==> src/hold_filter.sv <==
`timescale 1ns/10ps

module hold_filter #(
	parameter int HOLD_CYCLES = 511
) (
	input logic clk,
	input logic rst,
	input logic level,
	output logic fire
);

	localparam int CNT_W = (HOLD_CYCLES > 1) ? $clog2(HOLD_CYCLES) : 1;

	logic [CNT_W-1:0] cnt;

	always_ff @(posedge clk or posedge rst)
	begin
		if (rst)
		begin
			cnt <= '0;
			fire <= 1'b0;
		end
		else if (!level)
		begin
			cnt <= '0; // any low cycle restarts the hold
			fire <= 1'b0;
		end
		else if (cnt == CNT_W'(HOLD_CYCLES - 1))
		begin
			cnt <= '0; // count again while still held
			fire <= 1'b1;
		end
		else
		begin
			cnt <= cnt + 1'b1;
			fire <= 1'b0;
		end
	end

endmodule

==> config.mk <==
export PLATFORM = sky130hd
export DESIGN_NAME = hold_filter
export DESIGN_NICKNAME = d
export VERILOG_FILES = /design/src/hold_filter.sv
export SDC_FILE = /design/constraint.sdc
export NUM_CORES = 1
export LEC_CHECK = 0
export BUFFER_PORTS_ARGS = -buffer_cell sky130_fd_sc_hd__buf_4
export CORE_AREA = 5 5 42 44
export DETAILED_ROUTE_END_ITERATION = 6
export DIE_AREA = 0 0 47 49
export PLACE_DENSITY = 0.62
export SETUP_SLACK_MARGIN = 0.3
export SYNTH_ARGS = -nofsm -noshare
export SYNTH_HDL_FRONTEND = slang
export SYNTH_SLANG_ARGS = --single-unit
==> constraint.sdc <==
create_clock -name clk -period 1.6 [get_ports clk]
set_input_delay 0.24 -clock clk [delete_from_list [all_inputs] [get_ports clk]]
set_output_delay 0.24 -clock clk [all_outputs]
set_load 0.02 [all_outputs]
==> Word-level counts from Yosys, hierarchy flattened <==
Cells that the tools add are included.
{ "totals": {"ff_bits": 10, "inputBits": 3, "out_inout_bits": 1, "word_cells": 8} }
{ "op_classes": {"add_sub_neg": 1, "n_eq_ne": 1, "muxes": 4} }
{ "op_table": {"columns": ["operator", "count"], "rows": [
  ["9-bit two-way mux", 2],
  ["9-bit by 1-bit adder with 9-bit output (second input constant)", 1],
  ["9-bit == test (second input constant)", 1],
  ["1-bit two-way mux", 2]
]} }

==> Depth between registers and ports, before layout <==
{ "depth": {"ltp_word": 3, "depth_mapped": 5, "mapped_depth_nobuf": 5} }

==> Worst setup path before layout <==
OpenSTA, ideal clock, no wires.
{ "synth_timing": {"path_type": "reg-to-reg", "startpoint": "reg cnt[0]", "endpoint": "reg cnt[6]", "setup_time_ns": 0.123, "arrival_ns": 1.202, "t_required_ns": 1.477, "path_slack_ns": 0.275, "path_stages_with_launch": 6, "n_path_buf": 0, "synth_period_minus_slack_ns": 1.325, "path_cell_list": "dfrtp_1 inv_1 ha_1 nand4_1 o21a_1 o221a_2"} }
{ "synth_between": {"elab_chain_len": 3, "word_cells_on_any_way": 4, "classes_between": "1 x add/sub; 1 x eq/ne; 2 x mux"} }
{ "synth_lines": {"columns": ["item", "line_no", "rtl"], "rows": [
  ["start: declaration", "14", "logic [CNT_W-1:0] cnt;"],
  ["start signal: assignment", "35", "cnt <= cnt + 1'b1;"],
  ["9-bit by 1-bit adder with 9-bit output / 9-bit == test (equally long branches)", "35, 28", null],
  ["9-bit two-way mux *", "28", "else if (cnt == CNT_W'(HOLD_CYCLES - 1))"],
  ["9-bit two-way mux *", "23", "else if (!level)"]
]} }
Every way passes the cells marked *; elsewhere a longest branch is shown, timed or not.

==> Worst setup path after layout <==
Ends and elaborated chain as after synthesis.

==> results_dict.tcl <==
set metrics [dict create \
    cts_num_sinks 10 \
    clk_transition_reported_paths_ns 0.07 \
    largest_family_of_logic_cells_by_synthesized_area "simple AND/OR/NAND/NOR gates" \
    syn_inst 47 \
    cts-buffers-inserted 3 \
    worstPathArrival_ns 1.57 \
    synth-compound-area-share 0.1414 \
    grt_first_pass_wirelength_um 1462 \
    chipHeight_um 49 \
    final_period_minus_worst_setup_slack_ns 1.414 \
    synth-seq-area-share 0.5236 \
    drt_pre_antenna_iters 4 \
    io_buffers 3 \
    clkLatencyLatePin_ns 0.27 \
    syn-mean-instance-area_um2 10.17 \
    critical_path.max_stage_delay_ns 0.39 \
    combPwrFrac 0.074 \
    layout-drive-gt1-share 0.2759 \
    power_per_cell_area_nw_per_um2 860.5 \
    setup.worst_path.class "reg2reg" \
    finalWorstSetupSlack_ns 0.1857 \
    postRouteAntennaNets 0 \
    syn_nets 52 \
    peak_supply_drop_mv 0.8362 \
    detailedPlace.worstSlack_ns 0.1740 \
    setup_viol_count_final 0 \
    p_int_uw 415.0 \
    antenna-diode-count 0 \
    p_leak_nw 0.2514 \
    initial_core_util 0.3411 \
    finalWeightedCongestion 0.7761 \
    grt_use_total 0.08968 \
    maxCapViolations 0 \
    area_growth_syn_to_layout_pct 28.53 \
    vias_in_the_first_global_route 360 \
    hold_violations 0 \
    post_route_fraction_of_the_period_consumed_by_the_critical_path 0.8840 \
    route.detailed.wl_per_inst_um 12.62 \
    p_sw_frac 0.2149 \
    post-route-util 0.4384 \
    setup_repair_after_global_routing_missed_its_margin "true" \
    run_status "completed" \
    core_um2 1401 \
    hpwl_um 587.7 \
    ys_seq_elements 10 \
    clock_skew_ns 0.01128 \
    dieArea_um2 2303 \
    net-switching-power_uw 113.6 \
    synthXorXnorAreaFrac 0.05497 \
    arithmetic_cell_share_of_the_synthesized_area_counting_full_adders_half_adders_and_majority_gates 0.05236 \
    synth_mux_area_frac 0 \
    ys.warnings.count 0 \
    worstHoldStart "level" \
    tritoncts "done" \
    worstHoldPathType "in2reg" \
    required_ns 1.76 \
    avgViaCountPerCell 5.189 \
    yosys.area_share.simple 0.1885 \
    slew-limit-headroom 0.7450 \
    timing_max_transition_violations_final 0 \
    sort_of_element_at_the_start_of_the_critical_path "register" \
    fmax_mhz 707.0 \
    final.setup.tns_ns 0 \
    worstSetupStartpoint "cnt[0]" \
    cts_root_buf "sky130_fd_sc_hd__clkbuf_4" \
    globalRouteOverflowTotal 0 \
    clock_power_share 0.421 \
    worst_r2r_startpoint "cnt[0]" \
    floorplan.die.width_um 47 \
    placedCellCount 66 \
    io_pins 4 \
    path_cells "inv_1 > ha_2 > nand4_1 > o21a_1 > o221a_2" \
    routed_wl_um 934 \
    synth_area_um2 478.0 \
    dr.first_iter.drc_count 3 \
    grt_antenna_before_repair 0 \
    cts.path.max_buffers 2 \
    critPathMaxFanout 4 \
    post_detailed_route_drc_marker_count 0 \
    via_count 384 \
    ctsHtreeMaxLevel 1 \
    total_number_of_nets_in_the_final_design 64 \
    synth_cell_types 20 \
    worst_slew_pin_slew_ns 0.3820 \
    row_count 14 \
    timing.critical_path.slowest_stage_cell "sky130_fd_sc_hd__dfrtp_1" \
    grt_max_degree 11 \
    non_filler_cells_in_the_finished_layout 74 \
    sequentialPowerShare 0.504 \
    timing.critical_path.to_type "register" \
]
[placed cells by master (no fill, tap or decap), drive strengths merged, types with 2 or more instances in the layout]
master and count:
a21oi 3, buf 6, clkbuf 4, dfrtp 10, ha 2, inv 5, nand3 3, nand4 3
nor2 6, o21ai 3, or3 2, xnor2 2
[stage by stage]
stage	hold slack (ns)	cell area, um2	power, mW
finish	0.2530	614.3	0.5286
global route	0.2266	614.3	0.5623
CTS	0.2317	601.8	0.5384
detailed placement	0.2525	520.5	0.2994
global placement	0.2470	520.5	0.2982
floorplan	0.08018	478.0	0.2885
[synthesized netlist by cell type, drive strengths merged]
cell	instances	area [um2]
nor2	6	22.52
ha	2	25.02
o221a	1	11.26
or3	2	12.51
xor2	1	8.760
o211ai	1	7.510
nand2	1	3.750
xnor2	2	17.52
nor3	1	5.000
o31ai	1	7.510
o21ai	3	18.77
o21a	1	7.510
dfrtp	10	250.2
or4	1	7.510
nand3	3	20.02
nand4	3	18.77
inv	5	18.77
a21oi	3	15.01
[power by group through the flow]
stage	registers (mW)	logic [mW]	clock network, mW
2_1_floorplan	0.270	0.0184	0
3_3_place_gp	0.271	0.0267	0
3_5_place_dp	0.272	0.0278	0
4_1_cts	0.266	0.0381	0.235
5_1_grt	0.268	0.0438	0.251
6_report	0.267	0.0393	0.223
[cells by family (layout without fill, tap and decap cells)]
group | Yosys count | count (layout)
and+or+nand+nor | 17 | 17
AOI/OAI and AO/OA | 10 | 10
DFF | 10 | 10
buffers and inverters | 5 | 16
xor gates and xnor gates | 3 | 3
adders and majority gates | 2 | 2
[routing by layer]
layer  vias to the layer above  global-route usage  part of all wire
met3                         4             0.06642             0.072
met5                         -                   0                 0
li1                        189                   -                 -
met1                       180              0.1045              0.43
met4                         0             0.02765             0.024
met2                        11              0.1267              0.47
[registers in the layout, summed over array words and instances, names as in the netlist]
register	cells
fire	1
cnt	9
[worst max-delay path, delay by kind of cell, from the launching register on]
kind / cells / cell delay [ns]
AND/OR/NAND/NOR: 1 / 0.23
AO/OA/AOI/OAI: 2 / 0.46
buffers and inverters: 1 / 0.07
adder cells (fa/ha/maj): 1 / 0.17
flip-flops: 1 / 0.39
[final timing paths]
kind / endpoint / slack, ns / cells after the start
max in group asynchronous: cnt[3] / 0.81 / 3
min reg2reg: cnt[7] / 0.57 / 2
max: cnt[6] / 0.19 / 5
min in group asynchronous: fire / 0.50 / 3
min: cnt[6] / 0.25 / 2
max reg2reg: cnt[6] / 0.19 / 5
[area by class of cell]
| cell class | count | area [um2] |
|---|---|---|
| Fill cell | 150 | 787.0 |
| Sequential cell | 10 | 250.2 |
| Multi-Input combinational cell | 32 | 234.0 |
| Timing Repair Buffer | 7 | 55.05 |
| Clock buffer | 4 | 36.28 |
| Tap cell | 16 | 20.02 |
| Inverter | 5 | 18.77 |
[what timing repair did]
item,CTS,global route
pin swaps,4,4
setup endpoints to repair,8,10
cloned,0,0
resized for setup,3,2
endpoints found under the hold margin,10,0
buffers inserted,3,0
hold buffers,1,0
Note: power is estimated with default switching activity, not from simulation.
