File: src/expander_pkg.sv
package expander_pkg;

	typedef logic [7:0] byte_t;
	typedef logic [2:0] led_t;
	typedef logic [1:0] pat_idx_t;
	typedef logic [1:0] phase_t; // four phases per bus bit

	// first byte of a transfer is built from fields and sent as a plain byte
	typedef union packed
	{
		byte_t raw;
		struct packed
		{
			logic [6:0] addr;
			logic rw;
		} hdr;
	} i2c_byte_u;

	typedef enum logic [1:0]
	{
		op_start,
		op_byte,
		op_stop
	} bus_op_e;

	localparam byte_t CMD_CONFIG = 8'h03; // pin direction register
	localparam byte_t CMD_OUTPUT = 8'h01; // output port register
	localparam byte_t CONFIG_DATA = 8'h00; // all pins as outputs
	localparam logic RW_WRITE = 1'b0;

	localparam int PAT_COUNT = 3;
	localparam byte_t PAT_DATA [PAT_COUNT] = '{8'h01, 8'h03, 8'h07};

endpackage

File: src/expander_write_ctrl.sv
`timescale 1ns/10ps

module expander_write_ctrl #(
	parameter logic [6:0] TARGET_ADDR = 7'h20
) (
	input logic clk,
	input logic rst,
	input logic start,
	input expander_pkg::byte_t pattern,
	input logic op_ready,
	input logic op_done,
	input logic ack_ok,
	output logic op_go,
	output expander_pkg::bus_op_e op_kind,
	output expander_pkg::i2c_byte_u op_byte,
	output logic nack_seen
);

	import expander_pkg::*;

	localparam logic [2:0] ST_IDLE = 3'd0;
	localparam logic [2:0] ST_START = 3'd1;
	localparam logic [2:0] ST_ADDR = 3'd2;
	localparam logic [2:0] ST_CMD = 3'd3;
	localparam logic [2:0] ST_DATA = 3'd4;
	localparam logic [2:0] ST_STOP = 3'd5;

	logic [2:0] state;
	logic configured;
	byte_t pat_q;
	i2c_byte_u addr_byte;
	byte_t cmd_byte;
	byte_t data_byte;

	always_comb
	begin
		addr_byte.hdr.addr = TARGET_ADDR;
		addr_byte.hdr.rw = RW_WRITE;
		cmd_byte = configured ? CMD_OUTPUT : CMD_CONFIG;
		data_byte = configured ? pat_q : CONFIG_DATA;
	end

	// operation for the current state is valid whenever op_go is high
	always_comb
	begin
		op_kind = expander_pkg::op_byte;
		op_byte = addr_byte;
		case (state)
			ST_START:
				op_kind = op_start;
			ST_CMD:
				op_byte.raw = cmd_byte;
			ST_DATA:
				op_byte.raw = data_byte;
			ST_STOP:
				op_kind = op_stop;
			default:
				op_byte = addr_byte;
		endcase
	end

	always_ff @(posedge clk)
	begin
		if (state == ST_IDLE && start)
			pat_q <= pattern;
	end

	always_ff @(posedge clk or posedge rst)
	begin
		if (rst)
		begin
			state <= ST_IDLE;
			configured <= 1'b0;
			nack_seen <= 1'b0;
			op_go <= 1'b0;
		end
		else
		begin
			op_go <= 1'b0;
			if (state == ST_IDLE)
			begin
				if (start && op_ready)
				begin
					state <= ST_START;
					op_go <= 1'b1;
					nack_seen <= 1'b0;
				end
			end
			else if (op_done)
			begin
				if (state != ST_START && state != ST_STOP && !ack_ok)
				begin
					state <= ST_IDLE; // abandoned without a stop
					nack_seen <= 1'b1;
				end
				else if (state == ST_STOP)
				begin
					state <= ST_IDLE;
					configured <= 1'b1;
				end
				else
				begin
					state <= state + 3'd1;
					op_go <= 1'b1;
				end
			end
		end
	end

endmodule

File: config.mk
export PLATFORM = sky130hd
export DESIGN_NAME = expander_write_ctrl
export DESIGN_NICKNAME = d
export VERILOG_FILES = /design/src/expander_pkg.sv /design/src/expander_write_ctrl.sv
export SDC_FILE = /design/constraint.sdc
export NUM_CORES = 1
export LEC_CHECK = 0
export BUFFER_PORTS_ARGS = -buffer_cell sky130_fd_sc_hd__buf_2
export CAP_MARGIN = 10
export CORE_MARGIN = 5
export CORE_UTILIZATION = 50
export CTS_CLUSTER_SIZE = 30
export DETAILED_ROUTE_END_ITERATION = 10
export GPL_ROUTABILITY_DRIVEN = 0
export HOLD_SLACK_MARGIN = 0.05
export PLACE_DENSITY_LB_ADDON = 0.25
export SYNTH_ARGS = -nofsm -noshare
export SYNTH_HDL_FRONTEND = slang
export SYNTH_SLANG_ARGS = --single-unit
File: constraint.sdc
create_clock -name clk -period 3.81 [get_ports clk]
set_input_delay 0.381 -clock clk [delete_from_list [all_inputs] [get_ports clk]]
set_output_delay 0.381 -clock clk [all_outputs]
set_load 0.005 [all_outputs]
# ---- Word-level counts from Yosys, hierarchy flattened
# Index checks and enable logic that the tools add are counted.
dict set report op_classes {
  add_sub_neg 1
  n_mul 0
  n_bitwise 2
  reduce_logical 11
  shift 0
  n_div 0
  n_eq_ne 7
  muxes 18
  order_cmp 0
}
# cell n
set op_table {}
lappend op_table {{$pmux 8 s2} 1}
lappend op_table {{$mux 3} 5}
lappend op_table {{$mux 1} 9}
lappend op_table {{$mux 8} 1}
lappend op_table {{$eq 3x3->1 const B} 2}
lappend op_table {{$logic_and 1x1->1} 4}
lappend op_table {{$pmux 2 s2} 1}
lappend op_table {{$reduce_and 4->1} 1}
lappend op_table {{$reduce_bool 2->1} 2}
lappend op_table {{$add 3x1->3 const B} 1}
lappend op_table {{$eq 3x1->1 const B} 1}
lappend op_table {{$eq 3x2->1 const B} 1}
lappend op_table {{$logic_not 3->1} 1}
lappend op_table {{$ne 3x1->1 const B} 1}
lappend op_table {{$ne 3x3->1 const B} 1}
lappend op_table {{$reduce_and 3->1} 1}
lappend op_table {{$mux 2} 1}
lappend op_table {{$ne 2x1->1 const B} 1}
lappend op_table {{$not 1->1} 2}
lappend op_table {{$reduce_and 2->1} 1}
lappend op_table {{$logic_not 1->1} 1}
dict set report word_totals {
  latchBits 0
  memories 0
  mem_bits_ro 0
  regBits 14
  mem_bits_rw 0
  input_bits 14
  out_inout_bits 12
  word_cells 44
}

# ---- Depth between registers and ports, before layout
# Gate-level depths: netlist of the first run.
dict set report depth {
  depth_word 6
  ltp_mapped 6
  depth_no_buf 5
}

# ---- Least setup slack after synthesis of the first run
# Ideal clock, no wire load.
dict set report synth_path {
  kind {register to output}
  from {register state[0]}
  to {output port op_byte[6] (netlist bit)}
  required_ps 3429
  path_buffers 1
  slack_ps 2397
  t_arrival_ps 1032
  path_stages_with_launch 4
  cell_sequence {dfrtp_1 > buf_6 > or3b_1 > a21oi_1}
}
# element line
set synth_lines {}
lappend synth_lines {{from (decl)} expander_write_ctrl.sv:28} ;# logic [2:0] state;
lappend synth_lines {{from (signal assigned)} expander_write_ctrl.sv:103} ;# state <= state + 3'd1;
lappend synth_lines {{to (decl)} expander_write_ctrl.sv:15} ;# output expander_pkg::i2c_byte_u op_byte,

==> impl_metrics.yaml, run 1 <==
run_status:
  status: "finished clean"
cts:
  insertion_delay_ns: 0.27
  cts_setup_buffers: 0
  cts_tree: "yes"
  cts_sinks: 14
  cts_root_buf: "clkbuf_4"
  cts_buffer_depth: 2
  cts_made_buffers: 3
  htreeDepth: 1
  path_clk_slew_ns: 0.08
sta:
  worst_slack_ns: 1.90
  relSlewSlack_pct: 60.5
  drv_slew: 0
  finalHoldViolCount: 0
  min_period_ns: 1.91
  worstMarginPinSlew_ns: 0.590
  fin_crit_sh_pct: 50.1
  finClkSkew_ns: 0.00965
  setup_violations: 0
  tns_ns: 0
  rsz0062_at_grt: "no"
  max_freq_ghz: 0.524
worst_setup_path:
  reg2reg_from: "state[0]"
  path_buf_inv: 3
  cp_top_family: "flip-flops"
  end_kind: "primary output"
  cp.depth: 6
  critPathArrivalTime_ns: 1.53
  worstPathMaxFanout: 9
  crit_path_start: "state[1]"
  crit_path_top_delay_cell: "dfrtp_1"
  crit_path_cell_trace: "inv_1, nor2_1, ha_1, inv_1, o21ai_0, buf_2"
  worstPathRequired_ns: 3.43
  r2r_cells: 3
  cp_common_cell: "inv_1"
  path_class: "register to primary output"
  critical_path.max_stage_delay_ns: 0.52
  start_kind: "register"
placed_design:
  dpl.hpwl_um: 1050
  pre_cts_slack_ns: 2.19
  port_buffers: 25
  dpl.cell_count: 97
finish:
  area_growth_pct: 21.0
  nNetsFinal: 103
  num_antenna_cells: 0
  multi_input_area_um2: 253
  instances_no_fill: 102
  n_fill_cell: 125
  layout-drive-gt1-share_pct: 35.6
  layout_common_cells: "buf_2 (25), nand2_1 (8), edfxtp_1 (8), and2_1 (6), dfrtp_1 (6)"
  mostFrequentLayoutCell: "buf_2"
  seqCellArea_um2: 390
global_routing:
  grt_usage_pct: 14.3
  grt_max_degree: 11
  antenna_found_initial: 0
  grt_pass1_wl_um: 2200
  grt_pass1_vias: 517
  grt-ovfl-total: 0
floorplan:
  dieArea_mm2: 0.00224
  die_h_um: 47.3
  core-area_mm2: 0.00130
  fp.dieW_um: 47.3
  rows: 13
  ios: 26
  start_util_pct: 53.5
synthesis:
  yosys-top-cells-area: "edfxtp_1 (35%), dfrtp_1 (22%), and2_1 (5.4%), nand2_1 (4.3%), a21oi_1 (3.6%)"
  ys_ff_latch: 14
  synthCells: 61
  synth-warning-count: 0
  synth_top_area_share_pct: 34.5
  netlist_area_um2: 696
  synth_top_cell_by_area: "edfxtp_1"
  synth_seq_area_share_pct: 56.1
  synth_nets: 76
  yosys.cell_types.count: 21
  syn_avg_cell_area_um2: 11.4
routing:
  via_count: 540
  antenna_left: 0
  viasPerCell: 5.29
  drc_errors: 0
  firstDrtPassIters: 4
  wl_um: 1330
  routedWlPerCell_um: 13.0
  drt-initial-drc-count: 7
run:
  cap_viol_max_count: 0
pwr:
  irDropWorstVdd_mv: 0.284
  power_density_mw_per_mm2: 646
  p_leak_nw: 0.386
worst_hold_path:
  hold_class: "input port to register"
  min_path_cells: 1
  hold_start: "pattern[5]"
## power by group
part,switching (W),internal [W]
logic,0.0000935,0.0000957
clock network,0.0000428,0.0000405
registers,0.0000548,0.000216
total,0.000191,0.000353
## cells in the mapped netlist
cell type and n:
nand2b_1 3, o211ai_1 2, nor4b_4 1, ha_1 1, nand2_1 8, nor2_1 2, a41o_2 1, buf_6 2
clkbuf_1 1, and2_1 6, edfxtp_1 8, o311a_1 1, a21oi_1 5, o21ai_0 3, inv_1 5, o2bb2ai_1 2
and4bb_2 1, dfrtp_1 6, nor3b_1 1, buf_4 1, or3b_1 1
## path summary, 6_finish.rpt
| check | slack, ns | endpoint |
|---|---|---|
| min | 0.28 | pat_q[5] |
| max | 1.90 | op_byte[1] |
| max reg2reg | 2.27 | nack_seen |
| max in group asynchronous | 3.05 | state[2] |
| min reg2reg | 0.52 | configured |
| min in group asynchronous | 0.56 | configured |
## area by class of cell
type / count / area share [%]
inverter: 5 / 2.23
multi-input combinational: 38 / 30.0
timing repair buffer: 26 / 16.0
tap: 15 / 2.23
sequential: 14 / 46.4
clock buffer: 4 / 3.12
## worst reg2reg max path, cell delays in order (launching register included)
cell,delay [ns]
dfrtp_1,0.48
nor4b_4,0.62
nand2_1,0.16
o2bb2ai_1,0.16
## flip-flops by register name, indices dropped and copies added (netlist names)
name,cells
nack_seen,1
state,3
configured,1
pat_q,8
op_go,1
## cell families (layout without fill, tap and decap cells)
logic type | count (synthesis) | count (layout) | share of synthesized area, %
DFF | 14 | 14 | 56.1
and+or+nand+nor | 23 | 23 | 21.0
adders and majority gates | 1 | 1 | 1.80
buffers and inverters | 9 | 35 | 7.55
AOI/OAI and AO/OA | 14 | 14 | 13.5
## timing repair
item                       4_1_cts  5_1_grt
hold buffers                     1        0
gates resized for setup          0        0
hold endpoints to repair         6        0
setup endpoints to repair        0        0
## layer usage
metal | GRT usage (%) | vias to the layer above | part of all wire (%)
met5 | 0 | - | 0
met4 | 6.63 | 0 | 1.4
met3 | 4.21 | 4 | 8.7
met2 | 23.3 | 23 | 50
met1 | 17.3 | 247 | 40
li1 | - | 266 | -
## stage by stage
stage	area [µm²]	utilization, %	total power [W]	hold slack, ns
after CTS	842	64.7	0.000552	0.269
final	842	64.7	0.000544	0.277
after floorplan	696	-	0.000419	0.172
after global routing	842	64.7	0.000592	0.255
after detailed placement	806	61.9	0.000465	0.303
after global placement	806	61.9	0.000461	0.294
(Power assumes the default switching activity.)
==> run 2: changes to the inputs <==
--- a/config.mk
+++ b/config.mk
@@ -8,7 +8,7 @@
 export BUFFER_PORTS_ARGS = -buffer_cell sky130_fd_sc_hd__buf_2
 export CAP_MARGIN = 10
 export CORE_MARGIN = 5
-export CORE_UTILIZATION = 50
+export CORE_UTILIZATION = 42
 export CTS_CLUSTER_SIZE = 30
 export DETAILED_ROUTE_END_ITERATION = 10
 export GPL_ROUTABILITY_DRIVEN = 0
==> constraint.sdc (replaced) <==
create_clock -name clk -period 1.75 [get_ports clk]
set_input_delay 0.175 -clock clk [delete_from_list [all_inputs] [get_ports clk]]
set_output_delay 0.175 -clock clk [all_outputs]
set_load 0.005 [all_outputs]
==> run 2 against run 1 <==
Compared with the run above: via count shrank 5.7%; sequential share of layout area shrank 0.24 points; power grew 120%; combinational power grew 120%; design area grew 1.5%; core utilization shrank 9.3 points; cell count grew 2.0%; sequential power grew 120%; clock-buffer cell count shrank 1; sequential cell count is the same; worst setup slack lost 1.8 ns.
==> impl_metrics.yaml, run 2 (synthesis gave the netlist of run 1 again) <==
run_status:
  status: "finished clean"
finish:
  layout-drive-gt1-share_pct: 39.8
  layout_common_cells: "buf_2 (25), nand2_1 (8), edfxtp_1 (8), and2_1 (6)"
  mostFrequentLayoutCell: "buf_2"
  final_util_pct: 55.4
  multi_input_area_um2: 253
  top_regs: "pat_q x8, state x3"
  nNetsFinal: 104
  area_growth_pct: 22.8
  num_antenna_cells: 0
  largest_register: "pat_q"
  seqCellArea_um2: 394
  largest_reg_flops: 8
  n_fill_cell: 148
floorplan:
  core-area_mm2: 0.00154
  ios: 26
  die_h_um: 50.7
  start_util_pct: 45.1
  rows: 14
  fp.dieW_um: 50.7
  dieArea_mm2: 0.00257
routing:
  via_count: 509
  drc_errors: 0
  viasPerCell: 4.89
  routedWlPerCell_um: 12.4
  drt-initial-drc-count: 3
  antenna_left: 0
  wl_um: 1290
  firstDrtPassIters: 2
sta:
  min_period_ns: 1.61
  max_freq_ghz: 0.620
  rsz0062_at_grt: "no"
  fin_crit_sh_pct: 92.2
  finClkSkew_ns: 0.00670
  finalHoldViolCount: 0
  relSlewSlack_pct: 76.0
  worstMarginPinSlew_ns: 0.359
  setup_violations: 0
  tns_ns: 0
  worst_slack_ns: 0.136
  drv_slew: 0
worst_setup_path:
  path_class: "register to primary output"
  end_kind: "primary output"
  worstPathRequired_ns: 1.57
  start_kind: "register"
  worstPathMaxFanout: 9
  r2r_cells: 2
  critPathArrivalTime_ns: 1.44
pwr:
  power_density_mw_per_mm2: 1400
  irDropWorstVdd_mv: 0.608
  p_leak_nw: 0.388
placed_design:
  pre_cts_slack_ns: 0.332
  port_buffers: 25
  dpl.hpwl_um: 1040
cts:
  cts_made_buffers: 3
  htreeDepth: 1
  cts_root_buf: "clkbuf_4"
  path_clk_slew_ns: 0.08
  cts_sinks: 14
  cts_tree: "yes"
  cts_buffer_depth: 2
  insertion_delay_ns: 0.28
worst_hold_path:
  min_path_cells: 1
  hold_class: "input port to register"
global_routing:
  grt_pass1_vias: 516
  grt-ovfl-total: 0
  grt_max_degree: 11
  grt_pass1_wl_um: 2210
  antenna_found_initial: 0
  grt_usage_pct: 11.3
run:
  cap_viol_max_count: 0
==> run 2: cell count changes in the layout (fill, tap and decap cells not counted), sizes merged <==
cell,change
clkinv,+1
clkbuf,-1
buf,+1
==> run 2: area by class of cell <==
class                           instances  share of cell area (%)
Multi-Input combinational cell         38                    29.6
Clock buffer                            3                    2.64
Sequential cell                        14                    46.1
Clock inverter                          1                   0.439
Inverter                                5                    2.20
Tap cell                               16                    2.34
Timing Repair Buffer                   27                    16.7
==> run 2: worst max-delay path: stages (launching register included) <==
cell and delay, ns:
dfrtp_2 0.47, or3b_1 0.40, a21oi_1 0.12, a21oi_1 0.05, buf_2 0.12
==> run 2: repair_timing <==
action | CTS | global route
setup buffers | 0 | 0
hold endpoints to repair | 6 | 0
setup endpoints to repair | 0 | 2
hold buffers | 1 | 0
gates resized for setup | 0 | 4
==> run 2: report_power, final <==
group / internal [W] / switching, W / total (W) / leakage (nW)
clock: 0.0000826 / 0.0000977 / 0.000180 / 0.0154
sequential: 0.000478 / 0.000118 / 0.000595 / 0.144
combinational: 0.000219 / 0.000203 / 0.000422 / 0.228
==> run 2: path summary, 6_finish.rpt <==
kind,startpoint,to,slack [ns]
worst max-delay path,state[0],op_byte[6],0.14
worst min-delay path,pattern[4],pat_q[4],0.07
worst max register to register,state[0],pat_q[4],0.37
worst min register to register,nack_seen,nack_seen,0.50
max in group asynchronous,rst,state[1],1.19
min in group asynchronous,rst,nack_seen,0.35
==> run 2: through the flow <==
step	cells	hold slack, ns	total power [W]	area, µm²
2_1_floorplan	61	-0.0340	0.000912	696
3_3_place_gp	99	0.0940	0.00101	815
3_5_place_dp	99	0.0950	0.00102	815
4_1_cts	104	0.0595	0.00120	851
5_1_grt	104	0.0551	0.00131	855
6_report	104	0.0672	0.00120	855
==> run 2: layer usage <==
layer	share of wire [%]	routed length (µm)	track usage [%]	up-vias
met4	2.1	27	6.38	0
met1	45	577	14.5	224
met5	0	0	0	-
met3	6.3	82	1.78	4
li1	-	-	-	266
met2	47	607	17.8	15
