$ cat config.mk
export PLATFORM = sky130hd
export DESIGN_NAME = pattern_sequencer
export DESIGN_NICKNAME = d
export VERILOG_FILES = /design/src/expander_pkg.sv /design/src/pattern_sequencer.sv
export SDC_FILE = /design/constraint.sdc
export NUM_CORES = 1
export LEC_CHECK = 0
export ABC_AREA = 1
export BUFFER_PORTS_ARGS = -buffer_cell sky130_fd_sc_hd__buf_2
export CAP_MARGIN = 20
export CORE_AREA = 2 2 39 41
export DETAILED_ROUTE_END_ITERATION = 16
export DIE_AREA = 0 0 41 43
export SLEW_MARGIN = 20
export SYNTH_ARGS = -nofsm -noshare
export SYNTH_HDL_FRONTEND = slang
export SYNTH_SLANG_ARGS = --single-unit
$ cat constraint.sdc
create_clock -name clk -period 2.7 [get_ports clk]
set_input_delay 0.81 -clock clk [delete_from_list [all_inputs] [get_ports clk]]
set_output_delay 0.81 -clock clk [all_outputs]
set_load 0.01 [all_outputs]
$ cat src/expander_pkg.sv
package expander_pkg;

	typedef logic [7:0] byte_t;
	typedef logic [2:0] led_t;
	typedef logic [1:0] pat_idx_t;
	typedef logic [1:0] phase_t; // four phases per bus bit

	// first byte of a transfer is built from fields and sent as a plain byte
	typedef union packed
	{
		byte_t raw;
		struct packed
		{
			logic [6:0] addr;
			logic rw;
		} hdr;
	} i2c_byte_u;

	typedef enum logic [1:0]
	{
		op_start,
		op_byte,
		op_stop
	} bus_op_e;

	localparam byte_t CMD_CONFIG = 8'h03; // pin direction register
	localparam byte_t CMD_OUTPUT = 8'h01; // output port register
	localparam byte_t CONFIG_DATA = 8'h00; // all pins as outputs
	localparam logic RW_WRITE = 1'b0;

	localparam int PAT_COUNT = 3;
	localparam byte_t PAT_DATA [PAT_COUNT] = '{8'h01, 8'h03, 8'h07};

endpackage

$ cat src/pattern_sequencer.sv
`timescale 1ns/10ps

module pattern_sequencer (
	input logic clk,
	input logic rst,
	input logic step,
	output expander_pkg::led_t led,
	output expander_pkg::byte_t pattern
);

	import expander_pkg::*;

	pat_idx_t idx;

	always_ff @(posedge clk or posedge rst)
	begin
		if (rst)
			idx <= '0;
		else if (step)
		begin
			if (idx == pat_idx_t'(PAT_COUNT - 1))
				idx <= '0; // wrap after the last pattern
			else
				idx <= idx + 1'b1;
		end
	end

	always_comb
	begin
		led = led_t'(1) << idx; // one-hot view of the index
		pattern = PAT_DATA[idx];
	end

endmodule

# Yosys cells after proc, flatten, opt, wreduce, memory -nomap -nowiden
# Index checks and enable logic that the tools add are counted.
# word_totals
register_bits	2
latch_bits	0
mem_bits_rw	0
mem_bits_ro	0
in_bits	3
out_inout_bits	11
n_memories	0
# op_classes
addsub	1
mul	0
div_mod_pow	0
order_cmp	1
eq_ne	1
n_shift	1
mux	4
n_bitwise	1
reduce_logical	0
# ops
operator	n
$bmux W8 S2	1
$mux W8	2
$ge A3 B3 Y1 const B	1
$not A2 Y3	1
$shl A1 B2 Y3 const A	1
$add A2 B1 Y2 const B	1
$eq A2 B2 Y1 const B	1
$mux W2	1

# Longest topological paths before layout
# Gate-level depths: netlist of run 1.
# logic_depth
depth_word	4
ltp_mapped	4
ltp_nobuf	4

# Worst setup path before layout of run 1
# No wires, ideal clock.
# synth_timing
path_kind	register -> output
from	reg idx[0]
to	out pattern[2]
arrival_time_ns	0.813
required_ns	1.890
setup_slack_ns	1.077
path_stages_with_launch	4
path_buffers	1
cell_sequence	dfrtp_1 > inv_1 > ha_1 > buf_4
# synth_between
elab_chain_cells	4
# synth_rtl
item	line_no	text
from (decl)	pattern_sequencer.sv:13	pat_idx_t idx;
from (signal assigned)	pattern_sequencer.sv:24	idx <= idx + 1'b1;
$not A2 Y3 (not written as such)	pattern_sequencer.sv:31	pattern = PAT_DATA[idx];
$bmux W8 S2	pattern_sequencer.sv:31	
$mux W8 (not written as such) (2 in a row)	pattern_sequencer.sv:31	
to (decl)	pattern_sequencer.sv:8	output expander_pkg::byte_t pattern
# Every way passes these cells. The select of a mux whose other input is x is not followed.

# Worst setup path after layout of run 1
# layout_timing
from	reg idx[0]
to	out pattern[1]
# Same word-level chain as after synthesis.

==> results_dict.tcl, run 1 <==
set metrics [dict create \
    status "completed" \
    netlist.area_leader.share_pct 26.3 \
    skew_ps 0.619 \
    final_cell_mix "buf_2, nand2_1, inv_1, conb_1, ha_1" \
    syn2layout_area_growth_pct 27.6 \
    grt_pass1_vias 172 \
    seqPwrFrac_pct 23.9 \
    cts-resized-gates 0 \
    power_frac_comb_pct 47.9 \
    routed_via_density 2.92 \
    clock-sinks 2 \
    synth-seq-area-share_pct 26.3 \
    hold_viol_final 0 \
    p_switching_mw 0.0946 \
    netlist_area_um2 190 \
    drc 0 \
    startpoint_type "flip-flop" \
    cts_buffer_depth 2 \
    htreeDepth 1 \
    instances_no_fill 49 \
    yosysTopAreaCell "dfrtp_1" \
    dieWidth_um 41 \
    cts_root_buffer "clkbuf_4" \
    worstSetupPathType "reg2out" \
    largest_register_ff_count 2 \
    grt-ovfl-total 0 \
    intPower_mw 0.137 \
    vias 143 \
    required_ps 1890 \
    fmax_mhz 518 \
    design.core.area_mm2 0.00138 \
    avgRoutedWirePerCell_um 6.73 \
    numCtsBuffers 3 \
    cts_setup_buffers 0 \
    start_util_pct 13.7 \
    netSwitchingFraction_pct 40.8 \
    path_delay_family "flip-flops" \
    ant_nets 0 \
    peakVddDrop_mv 0.205 \
    critPathMaxFanout 4 \
    fin_setup_tns_ps 0 \
    final_nets 42 \
    yosys_warnings 0 \
    maxCapViolCount 0 \
    antenna_found_initial 0 \
    hold_path_class "in2async" \
    ys_ff_latch 2 \
    p_leak_nw 0.156 \
    die_h_um 43 \
    crit_chain "inv_1, ha_1, buf_2" \
    design_area_um2 243 \
    grt_max_degree 5 \
    grt_use_total_pct 5.21 \
    cp_slowest_stage_delay_ps 390 \
    dp_hpwl_um 273 \
    layout_min_cycle_time_ps 1930 \
    firstDrtPassIters 1 \
    cts_tree "built" \
    regMostFlops "idx" \
    dp_cells 46 \
    rsz0062_at_grt "no" \
    critPathBufInv 2 \
    syn_inst 24 \
    finalWirelength_um 330 \
    io_pins 14 \
    antennaDiodeCount 0 \
    hold_buffers 0 \
    dpl_cell_area_um2 220 \
    biggestRegsByFlops "idx: 2 flops" \
    io_buffers 8 \
    synth_area_leaders "dfrtp_1, ha_1, buf_4" \
    setup_violations 0 \
    layout-drive-gt1-share_pct 33.3 \
    mostFrequentLayoutCell "buf_2" \
    die-area_mm2 0.00176 \
    grt_pass1_wl_um 586 \
    finalCritPeriodShare_pct 71.6 \
    clkPwrFrac_pct 28.2 \
    setup.worst_path.end_class "output port" \
    worstSkewPairLatency_ps 220 \
    drv_slew 0 \
    fillers 178 \
    cp_data_arrival_time_ps 1120 \
    synthDistinctLibCells 6 \
    gp_congestion 0.619 \
    syn_area_per_cell_um2 7.92 \
    drt_iter0_drc 0 \
    powerDensity_mw_per_mm2 955 \
    rows 14 \
    crit_path_top_delay_cell "dfrtp_1" \
    path_clk_slew_ps 30 \
]
-- power by group through the flow --
stage	combinational, mW	sequential, mW	clock (mW)
finish	0.111	0.0553	0.0654
global route	0.135	0.0588	0.0691
CTS	0.116	0.0558	0.0697
detailed placement	0.115	0.0561	0
global placement	0.113	0.0562	0
floorplan	0.0855	0.0519	0
-- Yosys cell counts --
library cell,n
buf_4,6
conb_1,1
dfrtp_1,2
ha_1,4
inv_1,5
nand2_1,6
-- routing by layer --
layer / GRT usage [%] / vias up / routed length, um
li1: - / 74 / -
met1: 6.07 / 63 / 127
met3: 0 / 0 / 25
met5: 0 / - / 0
met2: 6.56 / 6 / 178
met4: 8.00 / 0 / 0
-- cells by family after synthesis --
logic type	Yosys count	synth area share (%)
AND/OR/NAND/NOR	6	11.8
other	1	1.97
adder cells (fa/ha/maj)	4	26.3
buffers and inverters	11	33.6
flip-flops	2	26.3
-- cell type report --
class,count,area (um2),area share [%]
clock buffer,3,22.5,9.28
inverter,5,18.8,7.73
multi-input combinational,15,91.3,37.6
sequential,2,50.0,20.6
tap,16,20.0,8.25
timing repair buffer,8,40.0,16.5
-- metrics by stage --
stage               setup slack (ps)  utilization, %  total power [mW]  hold WS (ps)
finish                           768            17.5             0.232           433
global route                     670            17.5             0.263           445
CTS                              736            17.5             0.241           424
detailed placement               984            15.9             0.171           529
global placement                 999            15.9             0.169           526
floorplan                       1080               -             0.137           490
-- worst paths after layout --
check	startpoint	endpoint	slack (ps)	depth (start not counted)
min reg2reg	idx[1]	idx[1]	530	2
max reg2reg	idx[0]	idx[0]	1790	4
max	idx[0]	pattern[1]	770	3
max in group asynchronous	rst	idx[1]	2160	2
min in group clk	idx[1]	idx[1]	530	2
min	rst	idx[0]	430	2
(Power assumes the default switching activity.)
==> run 2, diff against run 1 <==
==> constraint.sdc (replaced) <==
create_clock -name clk -period 1.57 [get_ports clk]
set_input_delay 0.471 -clock clk [delete_from_list [all_inputs] [get_ports clk]]
set_output_delay 0.471 -clock clk [all_outputs]
set_load 0.01 [all_outputs]
==> run 2 against run 1 <==
  * Clock skew is 1.8 ps higher
  * Clock power is 68% higher
  * Via count is 3.5% higher
  * First-iteration DRC count stayed put
==> results_dict.tcl, run 2 (synthesis gave the netlist of run 1 again) <==
set metrics [dict create \
    status "completed" \
    start_util_pct 13.7 \
    crit_path_start "idx[0]" \
    cts_buffer_depth 2 \
    seq_area_um2 50.0 \
    grt_pass1_vias 148 \
    dieWidth_um 41 \
    r2r_slack_ps 700 \
    dp_cells 46 \
    worstSetupPathType "reg2out" \
    htreeDepth 1 \
    crit_chain "inv_2, ha_4, buf_6" \
    avgRoutedWirePerCell_um 7.78 \
    numCtsBuffers 3 \
    io_buffers 8 \
    grt-ovfl-total 0 \
    vias 148 \
    ant_nets 0 \
    intPower_mw 0.296 \
    antenna_found_initial 0 \
    finalCritPeriodShare_pct 97.5 \
    startpoint_type "flip-flop" \
    netSwitchingFraction_pct 38.7 \
    dp_hpwl_um 287 \
    crit_path_top_delay_cell "dfrtp_1" \
    antennaDiodeCount 0 \
    fillers 167 \
    p_switching_mw 0.187 \
    die_h_um 43 \
    gp_congestion 0.651 \
    io_pins 14 \
    drc 0 \
    instances_no_fill 50 \
    utilization_pct 19.6 \
    syn2layout_area_growth_pct 42.8 \
    powerDensity_mw_per_mm2 1780 \
    peakVddDrop_mv 0.397 \
    p_leak_nw 0.161 \
    design.core.area_mm2 0.00138 \
    worst_slack_ps 38.8 \
    firstDrtPassIters 1 \
    top_layer "met3" \
    reg2reg_to "idx[1]" \
    maxCapViolCount 0 \
    cts_root_buffer "clkbuf_4" \
    die-area_mm2 0.00176 \
    grt_pass1_wl_um 545 \
    setup_violations 0 \
    power_frac_comb_pct 56.6 \
    hold_path_class "in2async" \
    biggestRegsByFlops "idx: 2 flops" \
    layout-drive-gt1-share_pct 47.1 \
    mostFrequentLayoutCell "buf_2" \
    fmax_mhz 653 \
    cts_tree "built" \
    multi_input_area_um2 106 \
    routed_via_density 2.96 \
    final_nets 43 \
    skew_ps 2.39 \
    final_cell_mix "buf_2, nand2_1, conb_1" \
    rr_worst_depth 4 \
    wl_met1_um 144 \
    grt_max_degree 5 \
    layout_min_cycle_time_ps 1530 \
    critPathMaxFanout 4 \
    regMostFlops "idx" \
    cp_data_arrival_time_ps 1060 \
    finalWirelength_um 389 \
    clock-sinks 2 \
    largest_register_ff_count 2 \
    rsz0062_at_grt "yes" \
    cp_slowest_stage_delay_ps 410 \
    seqPwrFrac_pct 20.7 \
    wl_met3_um 25 \
    required_ps 1100 \
    drt_iter0_drc 0 \
    worstSkewPairLatency_ps 220 \
    grt_use_total_pct 5.51 \
    path_clk_slew_ps 30 \
    setup.worst_path.end_class "output port" \
    clkPwrFrac_pct 22.8 \
    drv_slew 0 \
    hold_viol_final 0 \
    place_ws_ps 216 \
    endpoint "pattern[1]" \
    met2RoutedLength_um 220 \
    rr_startpoint "idx[1]" \
    rows 14 \
    hold_buffers 0 \
]
run 2: layer usage:
metal | track usage (%) | vias up
li1 | - | 76
met1 | 5.10 | 66
met2 | 6.56 | 6
met3 | 1.57 | 0
met4 | 10.0 | 0
met5 | 0 | -
run 2: what timing repair did:
action	CTS	global route
endpoints found under the setup margin	1	4
gates resized for setup	3	2
gates cloned	0	0
setup buffers	1	0
run 2: power groups by stage:
stage | registers (mW) | logic (mW) | clock network [mW]
finish | 0.0998 | 0.273 | 0.110
global route | 0.103 | 0.308 | 0.121
CTS | 0.0978 | 0.242 | 0.117
detailed placement | 0.0951 | 0.198 | 0
global placement | 0.0934 | 0.198 | 0
floorplan | 0.0893 | 0.147 | 0
run 2: stage by stage:
stage | hold slack [ps] | setup TNS (ps) | total power, mW | area [um2]
2_1_floorplan | 212 | 0 | 0.236 | 205
3_3_place_gp | 326 | 0 | 0.292 | 220
3_5_place_dp | 326 | 0 | 0.293 | 220
4_1_cts | 88.4 | 0 | 0.457 | 263
5_1_grt | 97.6 | -14.4 | 0.532 | 272
6_report | 94.4 | 0 | 0.483 | 272
run 2: how the worst min path moves through the flow:
stage	depth (start not counted)	startpoint	to	slack, ps
after floorplan	1	rst	idx[0]	210
after global placement	2	rst	idx[0]	330
after detailed placement	2	rst	idx[1]	330
after CTS	2	rst	idx[1]	90
after global routing	2	rst	idx[1]	100
final	2	rst	idx[1]	90
run 2: layout make-up:
type / count / share of cell area, %
tap: 16 / 7.37
multi-input combinational: 15 / 39.2
sequential: 2 / 18.4
timing repair buffer: 9 / 19.8
inverter: 5 / 6.91
clock buffer: 3 / 8.29
run 2: critical path: cells and delay by family, from the launching register on:
family,cells,cell delay [ps]
flip-flops,1,410
adder cells (fa/ha/maj),1,260
buffers and inverters,2,170
==> run 3, diff against run 2 <==
--- a/config.mk
+++ b/config.mk
@@ -11,6 +11,7 @@
 export CORE_AREA = 2 2 39 41
 export DETAILED_ROUTE_END_ITERATION = 16
 export DIE_AREA = 0 0 41 43
+export SETUP_SLACK_MARGIN = 0.3
 export SLEW_MARGIN = 20
 export SYNTH_ARGS = -nofsm -noshare
 export SYNTH_HDL_FRONTEND = slang
==> run 3 against run 2 <==
  * Worst hold slack got worse by 1.6 ps
  * Clock power barely moved
  * Power rose by 19%
  * Largest cell class unchanged
  * Largest power group unchanged
  * Highest routed layer unchanged
  * Critical endpoint unchanged
  * Utilization rose by 3.3 points
==> results_dict.tcl, run 3 (synthesis gave the netlist of run 1 again) <==
set metrics [dict create \
    maxCapViolCount 0 \
    final_cell_mix "nand2_1, conb_1, buf_2, buf_6" \
    finalWirelength_um 372 \
    layout_min_cycle_time_ps 1540 \
    grt_pass1_vias 155 \
    seqPwrFrac_pct 17.1 \
    crit_path_top_delay_cell "dfrtp_1" \
    cp_slowest_stage_delay_ps 410 \
    power_frac_comb_pct 63.4 \
    worstSkewPairLatency_ps 220 \
    avgRoutedWirePerCell_um 7.15 \
    hold-worst-slack_ps 92.7 \
    vias 158 \
    powerDensity_mw_per_mm2 1800 \
    ant_nets 0 \
    grt-ovfl-total 0 \
    die_h_um 43 \
    critPathMaxFanout 4 \
    dieWidth_um 41 \
    skew_ps 0.624 \
    p_switching_mw 0.205 \
    instances_no_fill 52 \
    largest_register_ff_count 2 \
    drc 0 \
    hold_viol_final 0 \
    grt_use_total_pct 4.91 \
    regMostFlops "idx" \
    status "completed" \
    fmax_mhz 651 \
    cts_buffer_depth 2 \
    firstDrtPassIters 2 \
    cp_data_arrival_time_ps 1060 \
    clkPwrFrac_pct 19.5 \
    clock-sinks 2 \
    hold_buffers 0 \
    start_util_pct 13.7 \
    numCtsBuffers 3 \
    io_buffers 8 \
    netSwitchingFraction_pct 35.9 \
    fin_setup_tns_ps 0 \
    drt_iter0_drc 2 \
    antenna_found_initial 0 \
    required_ps 1100 \
    htreeDepth 1 \
    crit_chain "inv_2, ha_4, buf_6" \
    grt_max_degree 5 \
    rows 14 \
    syn2layout_area_growth_pct 67.1 \
    dp_cells 46 \
    design.core.area_mm2 0.00138 \
    setup.worst_path.end_class "output port" \
    path_clk_slew_ps 30 \
    cts_root_buffer "clkbuf_4" \
    hold_path_class "in2async" \
    worstSetupPathType "reg2out" \
    finalCritPeriodShare_pct 97.8 \
    layout-drive-gt1-share_pct 52.8 \
    utilization_pct 23.0 \
    cts_tree "built" \
    peakVddDrop_mv 0.328 \
    grt_pass1_wl_um 496 \
    startpoint_type "flip-flop" \
    drv_slew 0 \
    final_nets 45 \
    routed_via_density 3.04 \
    antennaDiodeCount 0 \
    mostFrequentLayoutCell "nand2_1" \
    setup_violations 0 \
    biggestRegsByFlops "idx: 2 flops" \
    die-area_mm2 0.00176 \
    gp_congestion 0.562 \
    p_leak_nw 0.175 \
    io_pins 14 \
    intPower_mw 0.367 \
    rsz0062_at_grt "yes" \
]
run 3: cell type report:
cell class	instances	area (um2)
fill	157	1070
multi-input combinational	15	119
timing repair buffer	11	87.6
sequential	2	50.0
clock buffer	3	22.5
tap	16	20.0
inverter	5	18.8
run 3: power by group through the flow:
stage,Combinational (mW),Sequential [mW],Clock [mW]
6_report,0.363,0.0980,0.111
5_1_grt,0.394,0.102,0.123
4_1_cts,0.270,0.0989,0.121
3_5_place_dp,0.193,0.0967,0
3_3_place_gp,0.193,0.0943,0
2_1_floorplan,0.149,0.0896,0
run 3: critical path: cells and delay by family (launching register included):
family / cells / cell delay [ps]
DFF: 1 / 410
buffers and inverters: 2 / 230
adders and majority gates: 1 / 200
run 3: per-layer routing:
metal  GRT usage (%)  vias up  wire, um
li1                -       81         -
met1            2.24       74       103
met2            7.50        3       259
met3            3.14        0        10
met4            8.00        0         0
met5               0        -         0
run 3: timing repair:
item,in CTS,in global routing
endpoints found under the setup margin,6,6
setup buffers,2,1
pin swaps,1,0
resized for setup,5,5
run 3: stage by stage:
step	instance area [um2]	total power, mW	worst slack [ps]
2_1_floorplan	208	0.239	312
3_3_place_gp	223	0.287	240
3_5_place_dp	223	0.289	222
4_1_cts	279	0.490	3.40
5_1_grt	318	0.620	-14.8
6_report	318	0.572	34.7
run 3: worst paths after layout:
check | slack, ps | to | from | cells after the start
max in group asynchronous | 1370 | idx[0] | rst | 2
min in group clk | 480 | idx[1] | step | 3
hold / removal | 90 | idx[1] | rst | 2
hold reg to reg | 550 | idx[1] | idx[1] | 2
setup reg to reg | 480 | idx[0] | idx[0] | 6
setup / recovery | 30 | pattern[1] | idx[0] | 3
